File: src/design/dbgbus_consts.svh
/*
 * debug bus constants
 * widths, command opcodes, response sub-codes and scratch memory timing
 */
`ifndef DBGBUS_CONSTS_SVH
`define DBGBUS_CONSTS_SVH

// bus data and word address widths
`define DBG_DW 32
`define DBG_AW 30

// command and response words carry two code bits over a full data word
`define DBG_CMD_W 34
`define DBG_RSP_W 34

// opcodes found in command bits 33:32
`define DBG_OP_SETADDR 2'b00
`define DBG_OP_READ    2'b01
`define DBG_OP_WRITE   2'b10
`define DBG_OP_NONE    2'b11

// sub-codes found in response bits 33:32
`define RSP_SUB_ACK     2'b00
`define RSP_SUB_DATA    2'b01
`define RSP_SUB_ADDR    2'b10
`define RSP_SUB_SPECIAL 2'b11

// payloads that go with the special sub-code
`define RSP_RESET     32'h0000_0001
`define RSP_BUS_ERROR 32'h0000_0002

// scratch memory depth in words, and cycles from acceptance to ack
`define SCRATCH_WORDS     256
`define SCRATCH_ACK_DELAY 2

`endif

File: src/design/dbgbus_pkg.sv
/*
 * debug bus package
 * types for command and response words and for the bus address and data
 */
`include "dbgbus_consts.svh"

package dbgbus_pkg;

	// a command word from the host
	// bits 33:32 hold the opcode and bits 31:0 the payload
	typedef logic [`DBG_CMD_W-1:0] cmd_word_t;

	// a response word back to the host
	// bits 33:32 hold the sub-code and bits 31:0 the payload
	typedef logic [`DBG_RSP_W-1:0] rsp_word_t;

	// a word address on the bus
	// the two byte bits of a set-address payload are used as flags
	typedef logic [`DBG_AW-1:0] bus_addr_t;

	// one bus data word
	typedef logic [`DBG_DW-1:0] bus_data_t;

	// the command opcode field
	// see the DBG_OP_* constants for its encoding
	typedef logic [1:0] opcode_t;

endpackage

File: src/design/dbgbus_cmd_decode.sv
/*
 * debug bus command decoder
 * accepts command words while idle and turns each into a single-cycle
 * set-address or bus request pulse for the bus master
 */
`timescale 1ns/1ns
`include "dbgbus_consts.svh"

module dbgbus_cmd_decode (
	input  logic                  i_clk,
	input  logic                  i_reset,
	input  logic                  i_cmd_stb,
	input  dbgbus_pkg::cmd_word_t i_cmd_word,
	input  logic                  i_bus_active,
	output logic                  o_cmd_busy,
	output logic                  o_set_addr,
	output dbgbus_pkg::bus_addr_t o_addr_val,
	output logic                  o_addr_rel,
	output logic                  o_addr_noinc,
	output logic                  o_bus_req,
	output logic                  o_bus_we,
	output dbgbus_pkg::bus_data_t o_wr_data
);
	import dbgbus_pkg::*;

	opcode_t op;
	logic    accept;
	logic    pending;

	// the opcode sits in the two top bits of the command
	assign op = i_cmd_word[`DBG_CMD_W-1 -: 2];

	// a pulse that has not yet reached the master still counts as busy
	assign pending = o_set_addr | o_bus_req;

	// busy also covers the whole of an open bus cycle
	assign o_cmd_busy = pending | i_bus_active;

	// commands offered while busy are simply lost
	assign accept = i_cmd_stb & ~o_cmd_busy;

	// the request pulses are control state and clear on reset
	always_ff @(posedge i_clk)
	begin
		if (i_reset)
		begin
			o_set_addr <= 1'b0;
			o_bus_req  <= 1'b0;
		end
		else
		begin
			o_set_addr <= accept && (op == `DBG_OP_SETADDR);
			// reads and writes both become a bus request, the none opcode nothing
			o_bus_req  <= accept && ((op == `DBG_OP_READ) || (op == `DBG_OP_WRITE));
		end
	end

	// payload fields only change when a command is taken
	always_ff @(posedge i_clk)
	begin
		if (accept)
		begin
			// set-address fields, bit 1 selects relative and bit 0 stops increment
			o_addr_val   <= i_cmd_word[`DBG_DW-1:2];
			o_addr_rel   <= i_cmd_word[1];
			o_addr_noinc <= i_cmd_word[0];
			// write data is the whole payload, ignored on reads
			o_bus_we     <= (op == `DBG_OP_WRITE);
			o_wr_data    <= i_cmd_word[`DBG_DW-1:0];
		end
	end

endmodule

File: config.mk
export PLATFORM = sky130hd
export DESIGN_NAME = dbgbus_cmd_decode
export DESIGN_NICKNAME = d
export VERILOG_FILES = /design/src/design/dbgbus_pkg.sv /design/src/design/dbgbus_cmd_decode.sv
export VERILOG_INCLUDE_DIRS = /design/src /design/src/design
export SDC_FILE = /design/constraint.sdc
export NUM_CORES = 1
export LEC_CHECK = 0
export BUFFER_PORTS_ARGS = -buffer_cell sky130_fd_sc_hd__buf_2
export CORE_MARGIN = 1
export CORE_UTILIZATION = 35
export DETAILED_ROUTE_END_ITERATION = 12
export GPL_TIMING_DRIVEN = 0
export PLACE_DENSITY = 0.75
export SYNTH_ARGS = -nofsm -noshare
export SYNTH_HDL_FRONTEND = slang
export SYNTH_SLANG_ARGS = --single-unit
export TNS_END_PERCENT = 5
File: constraint.sdc
create_clock -name i_clk -period 1.5 [get_ports i_clk]
set_input_delay 0.3 -clock i_clk [delete_from_list [all_inputs] [get_ports i_clk]]
set_output_delay 0.3 -clock i_clk [all_outputs]
set_load 0.005 [all_outputs]
==> summary.txt <==
Logic synthesis
  • Seq/Total Area, Yosys: 76.6%
  • Mapped Cells: 77
  • Net Count, Synth: 117
  • YS warnings: 0
  • Share of the synthesized area in the top cell type: 73.6%
  • Area leader, netlist: edfxtp_1
  • Yosys cell types: 10
  • Seq cells post-synth: 35
  • Synth top area cells: edfxtp_1, buf_4, dfxtp_1
  • Synth Area per Inst: 17.5 um^2
  • Mapped Area: 1350 um^2

CTS
  • Clk root buf: clkbuf_8
  • Later-pin clock latency in the skew report: 270 ps
  • Sink Count: 35
  • H-Tree Depth: 2
  • Number of buffers created by CTS: 5
  • Clock transition at the registers of the reported paths: 60 ps
  • Cts hold-fix bufs: 0
  • TritonCTS clock tree: done
  • Clk buf depth: 2

Detailed routing
  • Post-DRT Antenna Nets: 0
  • DRT Wirelength: 2.43 mm
  • DRT Pass-1 Iters: 2
  • DRC: 0
  • Drt initial violations: 14
  • DR vias: 953
  • Vias per cell: 4.02
  • Avg WL per Cell: 10.2 um

Setup path
  • Critical path, cell by cell: nor3b_4 > and2b_4
  • Cells on worst reg2reg path: 2
  • Crit-path leading delay family: simple AND/OR/NAND/NOR gates
  • Worst EP arrival: 1330 ps
  • Critical R2R Launch: o_set_addr$_SDFF_PP0_
  • Critical path peak fanout: 33
  • Slowest stage delay, CP: 490 ps
  • Critical path's slowest cell: and2b_4
  • Buffers & Inverters on Critical Path: 0
  • Reg-to-reg endpoint: o_addr_val[25]$_DFFE_PP_
  • Required @ worst endpoint: 1420 ps
  • Critical path type: reg -> reg
  • Startpoint type of the worst setup path: flip-flop
  • R2r setup slk: 80 ps
  • CP endpoint kind: flip-flop

Placement
  • Number of placed cells counting well taps: 230
  • Post-Place Setup Slack: -151 ps
  • Detailed Place HPWL: 1.95 mm
  • RD Place Congestion: 0.647
  • Port bufs: 105

Global routing
  • Vias in the first global route: 898
  • Pin count of the biggest net entering global routing: 34
  • First-pass GRT wire length: 3.68 mm
  • GRT Total Usage: 12.2%
  • Grt total ovfl: 0
  • Antenna violations before repair: 1

Finish
  • Final non-filler cell total: 237
  • Layout cell share with drive strength beyond 1: 77.8%
  • Area grow syn2layout: 50.1%
  • Nets: 229
  • Filler cells: 341
  • Ant. Diodes: 0
  • Finished Core Util: 54.8%
  • Register Area: 1030 um^2
  • Multi-input gate area: 76.3 um^2

Timing
  • Final worst setup slack: 84.8 ps
  • Fmax: 707 MHz
  • Clk_skew: 5.18 ps
  • Final-report hold violation count: 0
  • Max-slew violation count: 0
  • Final hold slack: 196 ps
  • Period utilisation layout: 94.3%
  • Setup violators final: 0
  • Setup TNS: 0 ps
  • Tmin final: 1420 ps
  • Least-Margin Pin Slew: 481 ps
  • RSZ-0062 raised after global routing: true
  • Slew headroom: 67.9%

Worst hold path
  • Min-Delay Startpoint: i_cmd_word[7]
  • Hold Path Depth: 1
  • Hold endpoint: o_addr_val[5]$_DFFE_PP_
  • Worst Hold Class: in -> reg

Die
  • Core Area: 3690 um^2
  • Num rows: 22
  • Die extent in x: 64.0 um
  • Die height: 64.0 um
  • Initial Util: 36.5%
  • Die area: 4100 um^2
  • IO Count: 106

Pwr
  • Leak: 0.992 nW
  • PD cells: 961 nW/um^2
  • Peak supply drop: 0.000566 V

Job
  • Max-cap violations: 0

Status
  • Status: finished clean
## report_power, final
group          total, mW  internal, mW  switching, mW
Sequential          1.14          1.12         0.0189
Combinational      0.206         0.129         0.0764
Clock              0.597         0.308          0.289
## worst register-to-register path: stages, from the launching register on
cell     delay [ps]
dfxtp_2         340
nor3b_4         220
and2b_4         490
## state kept, by name, summed over array words and instances (netlist names)
register	flops
o_bus_we	1
o_set_addr	1
o_wr_data	2
o_bus_req	1
o_addr_val	30
## layout by cell type, fill, tap and decap left out
cell and n:
buf_2 105, edfxtp_1 33, buf_4 32, clkbuf_8 5
inv_1 2, and3_1 2, ha_1 2, dfxtp_2 2
or3_1 1, nor3b_4 1, and2b_4 1, nor2_1 1
clkinv_1 1, clkinv_2 1
## metal layers
metal	part of all wire [%]	track usage [%]	wire length (um)
met3	11	5.36	255
met1	32	10.4	786
met2	55	23.1	1340
met4	1.7	6.82	42
met5	0	0	0
## cell usage after synthesis (all sizes together)
master	count
and3	2
buf	32
nor3b	1
and2b	1
or3	1
inv	2
ha	2
edfxtp	33
dfxtp	2
nor2	1
## worst max-delay path by stage
stage,from,end,slack (ps),cells past startpoint
floorplan,o_bus_req$_SDFF_PP0_,o_addr_val[0]$_DFFE_PP_,100,2
detailed placement,i_cmd_stb,o_addr_val[20]$_DFFE_PP_,-150,3
CTS,o_bus_req$_SDFF_PP0_,o_addr_val[25]$_DFFE_PP_,30,2
global placement,i_cmd_stb,o_addr_val[20]$_DFFE_PP_,-110,3
global route,o_set_addr$_SDFF_PP0_,o_addr_val[23]$_DFFE_PP_,0.2,2
finish,o_set_addr$_SDFF_PP0_,o_addr_val[25]$_DFFE_PP_,80,2
## cells by family (layout without fill, tap and decap cells)
logic type / count (synthesis) / in the layout / share of synthesized area [%]
AND/OR/NAND/NOR: 6 / 6 / 3.16
adder cells (fa/ha/maj): 2 / 2 / 1.86
buffers and inverters: 34 / 146 / 18.4
flip-flops: 35 / 35 / 76.6
## final cells by class
type	count	share of cell area, %
repair buffers	105	26.0
clock inverters	2	0.433
clock buffers	5	3.41
plain buffers	32	11.9
well taps	48	2.97
multi-input cells	8	3.78
inverters	2	0.372
flip-flops and latches	35	51.1
## repair_timing
| item | CTS | global route |
|---|---|---|
| pin swaps | 0 | 1 |
| gates resized for setup | 1 | 3 |
| setup endpoints to repair | 33 | 33 |
| setup buffers | 0 | 0 |
## metrics by stage
stage | power [mW] | cell area [um^2]
5_1_grt | 2.04 | 2020
6_report | 1.94 | 2020
2_1_floorplan | 1.24 | 1350
3_3_place_gp | 1.36 | 1930
3_5_place_dp | 1.37 | 1930
4_1_cts | 1.97 | 2010
Power figures use the tool's default switching activity.
