<file path="src/design/dbgbus_consts.svh">
/*
 * debug bus constants
 * widths, command opcodes, response sub-codes and scratch memory timing
 */
`ifndef DBGBUS_CONSTS_SVH
`define DBGBUS_CONSTS_SVH

// bus data and word address widths
`define DBG_DW 32
`define DBG_AW 30

// command and response words carry two code bits over a full data word
`define DBG_CMD_W 34
`define DBG_RSP_W 34

// opcodes found in command bits 33:32
`define DBG_OP_SETADDR 2'b00
`define DBG_OP_READ    2'b01
`define DBG_OP_WRITE   2'b10
`define DBG_OP_NONE    2'b11

// sub-codes found in response bits 33:32
`define RSP_SUB_ACK     2'b00
`define RSP_SUB_DATA    2'b01
`define RSP_SUB_ADDR    2'b10
`define RSP_SUB_SPECIAL 2'b11

// payloads that go with the special sub-code
`define RSP_RESET     32'h0000_0001
`define RSP_BUS_ERROR 32'h0000_0002

// scratch memory depth in words, and cycles from acceptance to ack
`define SCRATCH_WORDS     256
`define SCRATCH_ACK_DELAY 2

`endif

</file>
<file path="src/design/dbgbus_pkg.sv">
/*
 * debug bus package
 * types for command and response words and for the bus address and data
 */
`include "dbgbus_consts.svh"

package dbgbus_pkg;

	// a command word from the host
	// bits 33:32 hold the opcode and bits 31:0 the payload
	typedef logic [`DBG_CMD_W-1:0] cmd_word_t;

	// a response word back to the host
	// bits 33:32 hold the sub-code and bits 31:0 the payload
	typedef logic [`DBG_RSP_W-1:0] rsp_word_t;

	// a word address on the bus
	// the two byte bits of a set-address payload are used as flags
	typedef logic [`DBG_AW-1:0] bus_addr_t;

	// one bus data word
	typedef logic [`DBG_DW-1:0] bus_data_t;

	// the command opcode field
	// see the DBG_OP_* constants for its encoding
	typedef logic [1:0] opcode_t;

endpackage

</file>
<file path="src/design/dbgbus_wb_master.sv">
/*
 * debug bus Wishbone master
 * runs one single-word Wishbone cycle per request, keeps the bus address
 * with optional auto-increment and flags each newly set address
 */
`timescale 1ns/1ns

module dbgbus_wb_master (
	input  logic                  i_clk,
	input  logic                  i_reset,
	input  logic                  i_set_addr,
	input  dbgbus_pkg::bus_addr_t i_addr_val,
	input  logic                  i_addr_rel,
	input  logic                  i_addr_noinc,
	input  logic                  i_bus_req,
	input  logic                  i_bus_we,
	input  dbgbus_pkg::bus_data_t i_wr_data,
	input  logic                  i_wb_stall,
	input  logic                  i_wb_ack,
	input  logic                  i_wb_err,
	input  dbgbus_pkg::bus_data_t i_wb_data,
	output logic                  o_wb_cyc,
	output logic                  o_wb_stb,
	output logic                  o_wb_we,
	output dbgbus_pkg::bus_addr_t o_wb_addr,
	output dbgbus_pkg::bus_data_t o_wb_data,
	output logic                  o_bus_active,
	output logic                  o_ack_stb,
	output logic                  o_err_stb,
	output dbgbus_pkg::bus_data_t o_rd_data,
	output logic                  o_newaddr_stb,
	output logic                  o_addr_noinc
);
	import dbgbus_pkg::*;

	typedef enum logic [1:0] {
		ST_IDLE,
		ST_REQ,
		ST_WAIT
	} state_t;

	state_t    state;
	logic      accepted;
	logic      newaddr_pend;
	bus_addr_t addr_load;

	// cyc spans request and wait, stb only the request state
	assign o_wb_cyc     = (state != ST_IDLE);
	assign o_wb_stb     = (state == ST_REQ);
	assign o_bus_active = o_wb_cyc;

	// the slave takes the request once stall is low
	assign accepted = (state == ST_REQ) && !i_wb_stall;

	// an ack is only ours once the request has gone out
	assign o_ack_stb = i_wb_ack && ((state == ST_WAIT) || accepted);
	assign o_err_stb = i_wb_err && o_wb_cyc;
	assign o_rd_data = i_wb_data;

	always_ff @(posedge i_clk)
	begin
		if (i_reset)
			state <= ST_IDLE;
		else
		begin
			case (state)
			ST_IDLE:
				if (i_bus_req)
					state <= ST_REQ;
			ST_REQ:
				// an error clears the bus at once
				if (i_wb_err)
					state <= ST_IDLE;
				else if (accepted)
				begin
					// an ack on the accepting cycle skips the wait
					if (i_wb_ack)
						state <= ST_IDLE;
					else
						state <= ST_WAIT;
				end
			ST_WAIT:
				if (i_wb_ack || i_wb_err)
					state <= ST_IDLE;
			default:
				state <= ST_IDLE;
			endcase
		end
	end

	// direction is latched as the cycle opens and held until the next one
	always_ff @(posedge i_clk)
	begin
		if (i_reset)
			o_wb_we <= 1'b0;
		else if ((state == ST_IDLE) && i_bus_req)
			o_wb_we <= i_bus_we;
	end

	// write data only loads in idle, so it is stable while stalled
	always_ff @(posedge i_clk)
	begin
		if ((state == ST_IDLE) && i_bus_req)
			o_wb_data <= i_wr_data;
	end

	// relative loads add the difference to the current address
	assign addr_load = i_addr_rel ? (o_wb_addr + i_addr_val) : i_addr_val;

	always_ff @(posedge i_clk)
	begin
		if (i_reset)
		begin
			o_wb_addr    <= '0;
			o_addr_noinc <= 1'b0;
		end
		else if (i_set_addr)
		begin
			o_wb_addr    <= addr_load;
			o_addr_noinc <= i_addr_noinc;
		end
		else if (accepted && !o_addr_noinc)
			// step to the next word once the slave holds the old address
			o_wb_addr <= o_wb_addr + 1'b1;
	end

	// the add above takes a cycle, so the report waits one more
	always_ff @(posedge i_clk)
	begin
		if (i_reset)
		begin
			newaddr_pend  <= 1'b0;
			o_newaddr_stb <= 1'b0;
		end
		else
		begin
			newaddr_pend  <= i_set_addr;
			o_newaddr_stb <= newaddr_pend;
		end
	end

endmodule

</file>
<file path="config.mk">
export PLATFORM = sky130hd
export DESIGN_NAME = dbgbus_wb_master
export DESIGN_NICKNAME = d
export VERILOG_FILES = /design/src/design/dbgbus_pkg.sv /design/src/design/dbgbus_wb_master.sv
export VERILOG_INCLUDE_DIRS = /design/src /design/src/design
export SDC_FILE = /design/constraint.sdc
export NUM_CORES = 1
export LEC_CHECK = 0
export ABC_AREA = 1
export BUFFER_PORTS_ARGS = -buffer_cell sky130_fd_sc_hd__buf_2
export CAP_MARGIN = 0
export CORE_ASPECT_RATIO = 2
export CORE_UTILIZATION = 55
export CTS_BUF_LIST = sky130_fd_sc_hd__clkbuf_8 sky130_fd_sc_hd__clkbuf_16
export DETAILED_ROUTE_END_ITERATION = 12
export MAX_ROUTING_LAYER = met4
export PLACE_DENSITY = 0.87
export SYNTH_ARGS = -nofsm -noshare
export SYNTH_HDL_FRONTEND = slang
export SYNTH_SLANG_ARGS = --single-unit
</file>
<file path="constraint.sdc">
create_clock -name i_clk -period 3.75 [get_ports i_clk]
set_clock_uncertainty 0.1 [all_clocks]
set_input_delay 0 -clock i_clk [delete_from_list [all_inputs] [get_ports i_clk]]
set_output_delay 0 -clock i_clk [all_outputs]
set_load 0.005 [all_outputs]
</file>
==> flow_summary.ini <==
[power]
sw_frac_of_total_pct = 32.0
ir_worst_vdd_mv = 0.254
clockPowerShare_pct = 36.4
powerDensity_nw_per_um2 = 350
combPwrFrac_pct = 29.2
pwr-share-seq_pct = 34.4
leakage_nw = 3.67
p_sw_uw = 845
power.total_mw = 2.65
internal_power_mw = 1.80

[timing]
worst_slew_pin_slew_ns = 1.13
maxSlewViolCount = 0
period_share_pct = 67.4
hold_violations = 0
setup-tns-final_ns = 0
setup_viol = 0
clock.fmax_mhz = 396
rsz0062_at_grt = false
min_period_ns = 2.53
timing.hold.ws_ns = 0.0203
maxSlewHeadroom_pct = 24.4

[run]
max_cap_viol_count = 0

[worst_setup_path]
cp_slowest_stage_delay_ns = 0.53
critical_path.max_fanout = 6
cp-start-kind = register
cp_num_buf_inv = 1
worstPathRequired_ns = 3.87
slowest_stage = dfxtp_1
path_class = reg -> reg
cp.arrival_ns = 2.64
path_cells = ha_1, nand2_1, inv_1, a21oi_1, nand2_1, nand2_1, nand2_1, nand2_1, nand2_1, nand2_1, nand3_1, nand2_1, a21oi_1
critPathTopFamily = simple AND/OR/NAND/NOR gates
path_common_cell = nand2_1
endpoint_kind = register

[global_route]
grt_pass1_vias = 6620
gr-usage-all-layers_pct = 40.7
antenna_found_initial = 0
grt-ovfl-total = 0
grt_max_degree = 54
grt_pass1_wl_mm = 31.8

[synth]
synthFlopType = dfxtp_1
syn_inst = 869
synth_edf_count = 32
syn-cell-area_um2 = 5730
synth_warnings = 0
syn_nets = 1004
yosysSeqAreaShare_pct = 29.3
ys_types = 41
synth.avg_cell_area_um2 = 6.60
ys_ff_latch = 68
synthArstFlopShare_pct = 0

[layout]
antenna_cells = 0
final_cell_mix = nand2_1 (231), buf_2 (141), nor2_1 (115)
fin_nets = 1196
drive_above_1_share_pct = 17.5
syn2layout_area_growth_pct = 31.7
utilization_pct = 74.4
layout_commonest_cell = nand2_1
stdcell_count = 1201

[route]
drtPass1Iterations = 5
num_vias = 6900
via_per_inst = 5.75
drc = 0
drt_iter0_markers = 420
met3_length_mm = 1.65
detail-route-antenna-nets = 0
wl_met2_mm = 10.7
wl_met1_mm = 6.49
drt-wirelength-per-cell_um = 17.7
finalWirelength_mm = 21.3
highest_layer = met4

[die]
die_h_um = 146
start_util_pct = 56.5
io_pins = 206
core_area_um2 = 10100
dieArea_um2 = 10900
rows = 52
die_x_um = 74.2

[clocking]
clk_pin_slew_ns = 0.06
cts_tree = built
cts_root_buffer = clkbuf_16
insertion_delay_ns = 0.33
ctsResizeCount = 0
clockBufferDepth = 2
htree_num_levels = 3
cts_buffers = 9
clock-sinks = 68

[status]
status = completed

[place]
dp.cells = 1094
io_buffer_count = 141
place_hpwl_mm = 15.1
gp_congestion = 1.05

[hold_path]
hp-class = in -> reg
==> power by group through the flow <==
stage               registers (mW)  clock network [mW]  logic (mW)
detailed placement           0.920                   0       0.667
floorplan                    0.908                   0       0.464
global placement             0.918                   0       0.657
finish                       0.909               0.962       0.774
global route                 0.916               0.994       0.847
CTS                          0.905               0.968       0.749
==> cell type report <==
type                       instances  area, um^2
multi-input combinational        649        3350
fill                             832        2600
sequential                        68        1680
timing repair buffer             235        1640
inverter                          98         368
clock buffer                       9         225
tap                              135         169
clock inverter                     7         116
==> tightest hold or removal path: stages <==
cell,delay [ns]
buf_2,0.11
nor2_1,0.09
nor2_1,0.04
o21ai_0,0.08
a21oi_1,0.07
==> cell usage after synthesis (all sizes together), types with 2 or more instances <==
master  count  area [um^2]
a221oi      2         17.5
buf        41          285
or2         2         12.5
dfxtp      36          721
nand4      10         62.6
ha         30          375
inv        98          368
o21ai      55          275
nor2      120          478
o21bai      3         22.5
clkbuf     13         48.8
o21a        2         15.0
nand3b      2         15.0
edfxtp     32          961
a31oi       6         37.5
xnor2      13          114
nand3      48          245
a21oi      69          349
nand2     235          902
nor3       19          140
o211ai      7         52.6
xor2       19          166
==> state kept, by name, indices dropped and copies added (netlist names) <==
register / count
o_wb_we: 1
o_addr_noinc: 1
newaddr_pend: 1
o_newaddr_stb: 1
o_wb_addr: 30
o_wb_data: 32
state: 2
==> through the flow <==
| stage | worst slack (ns) | area, um^2 |
|---|---|---|
| final | 1.22 | 7550 |
| after global routing | 1.10 | 7550 |
| after CTS | 1.33 | 7550 |
| after detailed placement | 1.34 | 6300 |
| after global placement | 1.35 | 6300 |
| after floorplan | 1.73 | 5730 |
==> per-layer routing <==
metal | GRT usage, % | up-vias
met1 | 34.7 | 3089
met2 | 69.7 | 462
li1 | - | 3193
met3 | 7.45 | 156
met4 | 38.8 | 0
met5 | - | -
==> final timing paths <==
kind | from | endpoint | slack [ns] | cells after the start
setup / recovery | o_wb_addr[5] | o_wb_addr[27] | 1.22 | 13
hold / removal | i_addr_val[12] | o_wb_addr[12] | 0.02 | 5
setup reg to reg | o_wb_addr[5] | o_wb_addr[27] | 1.22 | 13
hold reg to reg | newaddr_pend | o_newaddr_stb | 0.32 | 2
==> cell families (layout without fill, tap and decap cells) <==
kind of cell,after synthesis,count (layout),synth area share [%]
and+or+nand+nor,437,437,32.6
buffers and inverters,152,349,12.2
AOI/OAI and AO/OA,149,149,14.1
DFF,68,68,29.3
xor gates and xnor gates,32,32,4.89
adders and majority gates,31,31,6.90
==> repair_timing <==
action | CTS | global route
buffers inserted | 0 | 0
hold buffers | 91 | 0
hold endpoints to repair | 90 | 0
setup endpoints to repair | 0 | 0
Power figures use the tool's default switching activity.
