`src/design/dbgbus_consts.svh`:
```
/*
 * debug bus constants
 * widths, command opcodes, response sub-codes and scratch memory timing
 */
`ifndef DBGBUS_CONSTS_SVH
`define DBGBUS_CONSTS_SVH

// bus data and word address widths
`define DBG_DW 32
`define DBG_AW 30

// command and response words carry two code bits over a full data word
`define DBG_CMD_W 34
`define DBG_RSP_W 34

// opcodes found in command bits 33:32
`define DBG_OP_SETADDR 2'b00
`define DBG_OP_READ    2'b01
`define DBG_OP_WRITE   2'b10
`define DBG_OP_NONE    2'b11

// sub-codes found in response bits 33:32
`define RSP_SUB_ACK     2'b00
`define RSP_SUB_DATA    2'b01
`define RSP_SUB_ADDR    2'b10
`define RSP_SUB_SPECIAL 2'b11

// payloads that go with the special sub-code
`define RSP_RESET     32'h0000_0001
`define RSP_BUS_ERROR 32'h0000_0002

// scratch memory depth in words, and cycles from acceptance to ack
`define SCRATCH_WORDS     256
`define SCRATCH_ACK_DELAY 2

`endif

```
`src/design/dbgbus_pkg.sv`:
```
/*
 * debug bus package
 * types for command and response words and for the bus address and data
 */
`include "dbgbus_consts.svh"

package dbgbus_pkg;

	// a command word from the host
	// bits 33:32 hold the opcode and bits 31:0 the payload
	typedef logic [`DBG_CMD_W-1:0] cmd_word_t;

	// a response word back to the host
	// bits 33:32 hold the sub-code and bits 31:0 the payload
	typedef logic [`DBG_RSP_W-1:0] rsp_word_t;

	// a word address on the bus
	// the two byte bits of a set-address payload are used as flags
	typedef logic [`DBG_AW-1:0] bus_addr_t;

	// one bus data word
	typedef logic [`DBG_DW-1:0] bus_data_t;

	// the command opcode field
	// see the DBG_OP_* constants for its encoding
	typedef logic [1:0] opcode_t;

endpackage

```
`src/design/dbgbus_rsp_encode.sv`:
```
/*
 * debug bus response encoder
 * turns bus outcomes and address updates into registered response words
 */
`timescale 1ns/1ns
`include "dbgbus_consts.svh"

module dbgbus_rsp_encode (
	input  logic                  i_clk,
	input  logic                  i_reset,
	input  logic                  i_ack_stb,
	input  logic                  i_err_stb,
	input  logic                  i_wb_we,
	input  dbgbus_pkg::bus_data_t i_rd_data,
	input  logic                  i_newaddr_stb,
	input  dbgbus_pkg::bus_addr_t i_addr,
	input  logic                  i_addr_noinc,
	output logic                  o_rsp_stb,
	output dbgbus_pkg::rsp_word_t o_rsp_word
);
	import dbgbus_pkg::*;

	logic      reset_pend;
	rsp_word_t rsp_next;

	// the reset notice wins only on its single cycle, then errors lead
	always_comb
	begin
		if (reset_pend)
			rsp_next = {`RSP_SUB_SPECIAL, `RSP_RESET};
		else if (i_err_stb)
			rsp_next = {`RSP_SUB_SPECIAL, `RSP_BUS_ERROR};
		else if (i_ack_stb && i_wb_we)
			// a write returns a bare acknowledge
			rsp_next = {`RSP_SUB_ACK, {`DBG_DW{1'b0}}};
		else if (i_ack_stb)
			rsp_next = {`RSP_SUB_DATA, i_rd_data};
		else
			// address echo, bit 1 is always zero
			rsp_next = {`RSP_SUB_ADDR, i_addr, 1'b0, i_addr_noinc};
	end

	// one-shot flag set by reset and cleared on the first free cycle
	always_ff @(posedge i_clk)
	begin
		if (i_reset)
		begin
			reset_pend <= 1'b1;
			o_rsp_stb  <= 1'b0;
		end
		else
		begin
			reset_pend <= 1'b0;
			o_rsp_stb  <= reset_pend | i_err_stb | i_ack_stb | i_newaddr_stb;
		end
	end

	// the word is only meaningful alongside the strobe
	always_ff @(posedge i_clk)
	begin
		o_rsp_word <= rsp_next;
	end

endmodule

```
`config.mk`:
```
export PLATFORM = sky130hd
export DESIGN_NAME = dbgbus_rsp_encode
export DESIGN_NICKNAME = d
export VERILOG_FILES = /design/src/design/dbgbus_pkg.sv /design/src/design/dbgbus_rsp_encode.sv
export VERILOG_INCLUDE_DIRS = /design/src /design/src/design
export SDC_FILE = /design/constraint.sdc
export NUM_CORES = 1
export LEC_CHECK = 0
export BUFFER_PORTS_ARGS = -buffer_cell sky130_fd_sc_hd__buf_2
export CAP_MARGIN = 40
export CORE_MARGIN = 2
export CORE_UTILIZATION = 44
export CTS_CLUSTER_SIZE = 8
export DETAILED_ROUTE_END_ITERATION = 8
export PLACE_DENSITY_LB_ADDON = 0.08
export SYNTH_ARGS = -nofsm -noshare
export SYNTH_HDL_FRONTEND = slang
export SYNTH_SLANG_ARGS = --single-unit
```
`constraint.sdc`:
```
create_clock -name i_clk -period 1.6 [get_ports i_clk]
set_clock_uncertainty 0.15 [all_clocks]
set_input_delay 0.08 -clock i_clk [delete_from_list [all_inputs] [get_ports i_clk]]
set_output_delay 0.08 -clock i_clk [all_outputs]
set_load 0.1 [all_outputs]
```
==> results of run 1 <==
cell usage in the layout, fill, tap and decap left out, drive strengths merged:
| cell type | instances |
|---|---|
| a21oi | 32 |
| nor4bb | 1 |
| or2 | 1 |
| clkbuf | 7 |
| a311o | 1 |
| o21ai | 1 |
| nand3b | 31 |
| nor2 | 2 |
| buf | 105 |
| nand2b | 30 |
| dlygate4sd3 | 67 |
| dfxtp | 36 |
| inv | 2 |
| nand2 | 1 |
per-layer routing:
layer	wire length [um]	part of all wire [%]
met2	2608	55
met5	0	0
met1	1739	37
met3	260	5.5
met4	141	3.0
critical path: stages:
cell,delay (ps)
dlygate4sd3_1,550
buf_6,130
nor2_1,180
a21oi_1,90
dlygate4sd3_1,550
worst max path at each step:
stage	end	slack, ps
finish	o_rsp_stb	80
global route	o_rsp_stb	40
CTS	o_rsp_word[0]	20
detailed placement	o_rsp_word[25]	400
global placement	o_rsp_word[24]	440
floorplan	o_rsp_stb	460
power by group through the flow:
stage	combinational, mW	clock [mW]	sequential, mW
final	0.675	0.519	0.943
after global routing	0.711	0.567	0.946
after CTS	0.661	0.535	0.942
after detailed placement	0.533	0	0.963
after global placement	0.531	0	0.963
after floorplan	0.149	0	1.22
area by class of cell:
| type | instances | area, sq um |
|---|---|---|
| Clock buffer | 7 | 65.06 |
| Timing Repair Buffer | 172 | 1220 |
| Sequential cell | 36 | 720.7 |
| Fill cell | 209 | 565.5 |
| Inverter | 2 | 7.507 |
| Multi-Input combinational cell | 100 | 753.2 |
| Tap cell | 46 | 57.56 |
flip-flops by register name, indices dropped and copies added (netlist names):
register	count
o_rsp_word	34
o_rsp_stb	1
reset_pend	1
cells by family (layout without fill, tap and decap cells):
kind of cell    after synthesis  after routing  synth area share [%]
simple gates                 66             66                 28.66
flops                        36             36                 45.86
compound gates               34             34                 18.31
buf+inv                      15            181                 7.166
stage by stage:
stage	total power, mW	hold WS, ps
after floorplan	1.373	-42.28
after global placement	1.494	50.29
after detailed placement	1.496	49.82
after CTS	2.138	43.17
after global routing	2.224	68.32
final	2.136	53.95
timing repair:
item                                    4_1_cts  5_1_grt
gates resized for setup                       0        3
endpoints found under the hold margin        36        0
hold buffers                                 68        0
endpoints found under the setup margin        0        1
==> results.json, run 1 <==
{
  "core_sq_mm": 0.003390,
  "number_of_nets_with_antenna_violations_after_routing": 0,
  "remaining_global_route_overflow": 0,
  "internal_power_mw": 1.439,
  "power.static_leakage_nw": 1.260,
  "preCtsSetupSlack_ps": 401.8,
  "synth_commonest_cells": "dfxtp_1, nand3b_1, a21oi_2, nand2b_1, buf_6",
  "root_buffer": "clkbuf_4",
  "gp_congestion": 0.7739,
  "cp.required_ps": 1670,
  "detailed_route_via_count": 1676,
  "fin_tns_setup_ps": 0,
  "drcViolationCount": 0,
  "maximum_number_of_pins_on_one_net_before_global_route_repair": 34,
  "global_route.peak_usage_layer": "met2",
  "min_to": "o_rsp_word[17]",
  "num_antenna_cells": 0,
  "final_hold_violations": 0,
  "timing_worst_setup_path_type": "input port to register",
  "layout_setup_ws_ps": 81.08,
  "fp-row-count": 21,
  "critical_path.max_fanout": 4,
  "dr.pass1.iters": 4,
  "netSwitchingPower_uw": 696.7,
  "asyncSetResetFlopFracSynth_pct": 0,
  "synth_most_common_cell": "dfxtp_1",
  "postSynthCellCount": 151,
  "drive_above_1_share_pct": 45.43,
  "fp.dieW_um": 63.76,
  "synthesis.area_sq_mm": 0.001572,
  "io_buffer_count": 103,
  "power_per_cell_area_mw_per_mm2": 756.4,
  "first_global_vias": 1727,
  "peak_freq_mhz": 658.4,
  "max_slew_headroom_at_the_worst_pin_pct": 64.37,
  "tritoncts": "built",
  "p_comb_share_pct": 31.6,
  "design.die.area_sq_mm": 0.004065,
  "floorplan.initialDensity_pct": 46.36,
  "detail_route.wl_per_cell_um": 13.09,
  "final_min_period_over_clock_period_pct": 94.93,
  "grt_pass1_wl_um": 7583,
  "layout.cells.non_filler": 363,
  "wirelength_um": 4750,
  "hold_path.class": "input port to register",
  "worst_hold_path.num_cells": 3,
  "postCtsSetupBuffers": 0,
  "worst_pin_slew_ps": 534.5,
  "post-route-cell-area_sq_mm": 0.002824,
  "boundaryPins": 104,
  "startpoint": "i_err_stb",
  "period_minus_slack_ps": 1519,
  "worstReg2RegStart": "reset_pend",
  "net_switching_fraction_of_the_power_pct": 32.62,
  "timing_max_transition_violations_final": 0,
  "ys_seq_elements": 36,
  "rsz0062_at_grt": "false",
  "gr_util_met2_pct": 48.55,
  "worst-endpoint-arrival_ps": 1590,
  "grt_antenna_before_repair": 0,
  "cts_num_sinks": 36,
  "cts.clk_slew.worst_paths_ps": 100,
  "synth.net_count": 220,
  "synthesis.area_per_instance_sq_um": 10.41,
  "place_area_sq_mm": 0.002067,
  "seq_area_frac_synth_pct": 45.86,
  "grt_use_total_pct": 24.82,
  "cts-root-to-sink-buffers": 2,
  "clock_power_share_pct": 24.3,
  "ir_worst_vdd_uv": 562.7,
  "synth-main-ff-cell": "dfxtp_1",
  "vias_per_cell": 4.617,
  "reg2reg_depth": 3,
  "ctsHtreeMaxLevel": 2,
  "clkLatencyLatePin_ps": 320,
  "finalNetCount": 386,
  "global_route.usage.met1_pct": 23.69,
  "synth.top_cells.by_area": "dfxtp_1, a21oi_2, nand3b_1",
  "internal_reg_to_reg_setup_slack_ps": 170,
  "yosys.cell_types.count": 16,
  "die_h_um": 63.76,
  "seq_power_share_pct": 44.1,
  "edff_count_synth": 0,
  "r2r_end": "o_rsp_stb",
  "drt-initial-drc-count": 83,
  "timing.max_cap.violations": 0,
  "cp-start-kind": "input port",
  "placedCellCount": 289,
  "synth_top_cell_by_area": "dfxtp_1",
  "yosysTopAreaCellShare_pct": 45.86,
  "worstHoldStart": "i_ack_stb",
  "ys.warnings.count": 0,
  "status": "finished clean",
  "crit_path_end_kind": "register",
  "final_core_utilization_pct": 83.31,
  "grt.met3_usage_pct": 6.162,
  "cts_inserted_buffers": 5,
  "place_hpwl_um": 2440,
  "area_delta_synth_final_pct": 79.70,
  "setup-violations-final": 0
}
Power figures use the tool's default switching activity.
==> run 2: changes to the inputs <==
--- a/config.mk
+++ b/config.mk
@@ -10,8 +10,8 @@
 export CAP_MARGIN = 40
 export CORE_MARGIN = 2
-export CORE_UTILIZATION = 44
+export CORE_UTILIZATION = 35
 export CTS_CLUSTER_SIZE = 8
 export DETAILED_ROUTE_END_ITERATION = 8
-export PLACE_DENSITY_LB_ADDON = 0.08
+export PLACE_DENSITY_LB_ADDON = 0.1
 export SYNTH_ARGS = -nofsm -noshare
 export SYNTH_HDL_FRONTEND = slang
--- a/constraint.sdc
+++ b/constraint.sdc
@@ -3,3 +3,3 @@
 set_input_delay 0.08 -clock i_clk [delete_from_list [all_inputs] [get_ports i_clk]]
 set_output_delay 0.08 -clock i_clk [all_outputs]
-set_load 0.1 [all_outputs]
+set_load 0.02 [all_outputs]
==> results.json, run 2 (same netlist as run 1, synthesis figures left out) <==
{
  "placedCellCount": 297,
  "number_of_nets_with_antenna_violations_after_routing": 0,
  "max_slew_headroom_at_the_worst_pin_pct": 74.12,
  "first_global_vias": 1736,
  "detail_route.wl_per_cell_um": 11.86,
  "largest_register_ff_count": 34,
  "postCtsSetupBuffers": 0,
  "drt-initial-drc-count": 56,
  "cp.required_ps": 1670,
  "timing.max_cap.violations": 0,
  "maximum_number_of_pins_on_one_net_before_global_route_repair": 43,
  "peak_freq_mhz": 648.6,
  "wl_met1_um": 1767,
  "floorplan.initialDensity_pct": 36.09,
  "drive_above_1_share_pct": 46.11,
  "area_delta_synth_final_pct": 83.20,
  "gp_congestion": 0.6891,
  "mostFrequentLayoutCell": "buf_2",
  "wirelength_um": 4424,
  "multi_input_comb_area_sq_um": 740.7,
  "crit_path_top_delay_cell": "dlygate4sd3_1",
  "boundaryPins": 104,
  "worstReg2RegStart": "reset_pend",
  "clkLatencyLatePin_ps": 280,
  "filler_cell_count": 339,
  "grt_use_total_pct": 17.68,
  "remaining_global_route_overflow": 0,
  "netSwitchingPower_uw": 514.3,
  "final_hold_violations": 0,
  "crit_path_cell_trace": "or2_4 -> a21oi_2 -> dlygate4sd3_1",
  "biggestRegsByFlops": "o_rsp_word x34, o_rsp_stb x1, reset_pend x1",
  "cp-start-kind": "register",
  "preCtsSetupSlack_ps": 424.6,
  "period_minus_slack_ps": 1542,
  "p_comb_share_pct": 22.1,
  "grt_antenna_before_repair": 0,
  "critPathMaxStageDelay_ps": 560,
  "worst-endpoint-arrival_ps": 1620,
  "vias_per_cell": 4.434,
  "status": "finished clean",
  "route.met2.wl_um": 2336,
  "rsz0062_at_grt": "false",
  "fin_tns_setup_ps": 0,
  "grt_pass1_wl_um": 7107,
  "cts-root-to-sink-buffers": 2,
  "r2r_end": "o_rsp_word[17]",
  "net_switching_fraction_of_the_power_pct": 25.12,
  "io_buffer_count": 103,
  "ctsHtreeMaxLevel": 2,
  "place_hpwl_um": 2525,
  "max_flop_register": "o_rsp_word",
  "layout.cells.non_filler": 373,
  "fp.dieW_um": 71.01,
  "clock_power_share_pct": 31.9,
  "path_delay_family": "buffers and inverters",
  "detailroute.wirelength.met3_um": 265,
  "dr.pass1.iters": 4,
  "worst-path-buf-inv": 1,
  "ir_worst_vdd_uv": 413.7,
  "reg2reg_depth": 3,
  "root_buffer": "clkbuf_8",
  "detailed_route_via_count": 1654,
  "timing_max_transition_violations_final": 0,
  "die_h_um": 71.01,
  "worst_hold_path.num_cells": 3,
  "num_antenna_cells": 0,
  "final_core_utilization_pct": 66.12,
  "hold_path.class": "input port to register",
  "min_to": "o_rsp_word[0]",
  "tritoncts": "built",
  "fp-row-count": 24,
  "design.die.area_sq_mm": 0.005042,
  "cts.clk_slew.worst_paths_ps": 70,
  "power_per_cell_area_mw_per_mm2": 711.3,
  "finalNetCount": 389,
  "layout_setup_ws_ps": 58.22,
  "cts_num_sinks": 36,
  "internal_reg_to_reg_setup_slack_ps": 60,
  "internal_power_mw": 1.533,
  "seq_power_share_pct": 46.0,
  "drcViolationCount": 0,
  "worst_pin_slew_ps": 388.2,
  "timing_worst_setup_path_type": "register to register",
  "area.sequential_sq_um": 721.9,
  "crit_path_end_kind": "register",
  "core_sq_mm": 0.004354,
  "setup-violations-final": 0,
  "cts_inserted_buffers": 5,
  "layout.cells.most_common_list": "buf_2, dlygate4sd3_1, dfxtp_1",
  "critical_path.max_fanout": 12,
  "route.top_layer_used": "met4",
  "final_min_period_over_clock_period_pct": 96.36,
  "power.static_leakage_nw": 1.307,
  "worstHoldStart": "i_err_stb"
}
-- run 2: how the worst max path moves through the flow --
stage | start | to | cells after the start
CTS | i_err_stb | o_rsp_stb | 5
finish | reset_pend | o_rsp_word[17] | 3
floorplan | reset_pend | o_rsp_word[22] | 3
detailed placement | reset_pend | o_rsp_word[28] | 3
global placement | reset_pend | o_rsp_word[9] | 3
global route | reset_pend | o_rsp_word[14] | 3
-- run 2: worst register-to-register path: stages (launching register included) --
cell and delay [ps]:
dfxtp_2 340, or2_4 320, a21oi_2 120, dlygate4sd3_1 560
-- run 2: area by class of cell --
cell class	count	area share (%)
Clock buffer	6	2.868
Clock inverter	2	0.3477
Inverter	2	0.2608
Multi-Input combinational cell	100	25.73
Sequential cell	36	25.08
Tap cell	52	2.260
Timing Repair Buffer	175	43.46
-- run 2: what timing repair did --
action / 4_1_cts / 5_1_grt
gates resized for setup: 0 / 2
endpoints found under the setup margin: 0 / 2
hold endpoints to repair: 36 / 0
hold buffers: 68 / 0
-- run 2: power by group through the flow --
| stage | clock [mW] | sequential [mW] | combinational (mW) |
|---|---|---|---|
| 5_1_grt | 0.722 | 0.944 | 0.491 |
| 2_1_floorplan | 0 | 1.01 | 0.149 |
| 4_1_cts | 0.688 | 0.941 | 0.449 |
| 3_5_place_dp | 0 | 0.962 | 0.327 |
| 6_report | 0.654 | 0.942 | 0.452 |
| 3_3_place_gp | 0 | 0.962 | 0.327 |
-- run 2: per-stage QoR --
| stage | hold slack, ps | total power, mW | cell area, sq um |
|---|---|---|---|
| 3_5_place_dp | 48.61 | 1.289 | 2102 |
| 3_3_place_gp | 51.22 | 1.289 | 2102 |
| 5_1_grt | 56.41 | 2.157 | 2879 |
| 6_report | 47.72 | 2.048 | 2879 |
| 4_1_cts | 30.41 | 2.078 | 2875 |
| 2_1_floorplan | -42.28 | 1.159 | 1572 |
-- run 2: per-layer routing --
metal  global-route usage, %  vias up
met2                   33.85       60
met4                   6.289        0
met5                       0        -
li1                        -      845
met3                   4.843        6
met1                   18.22      743
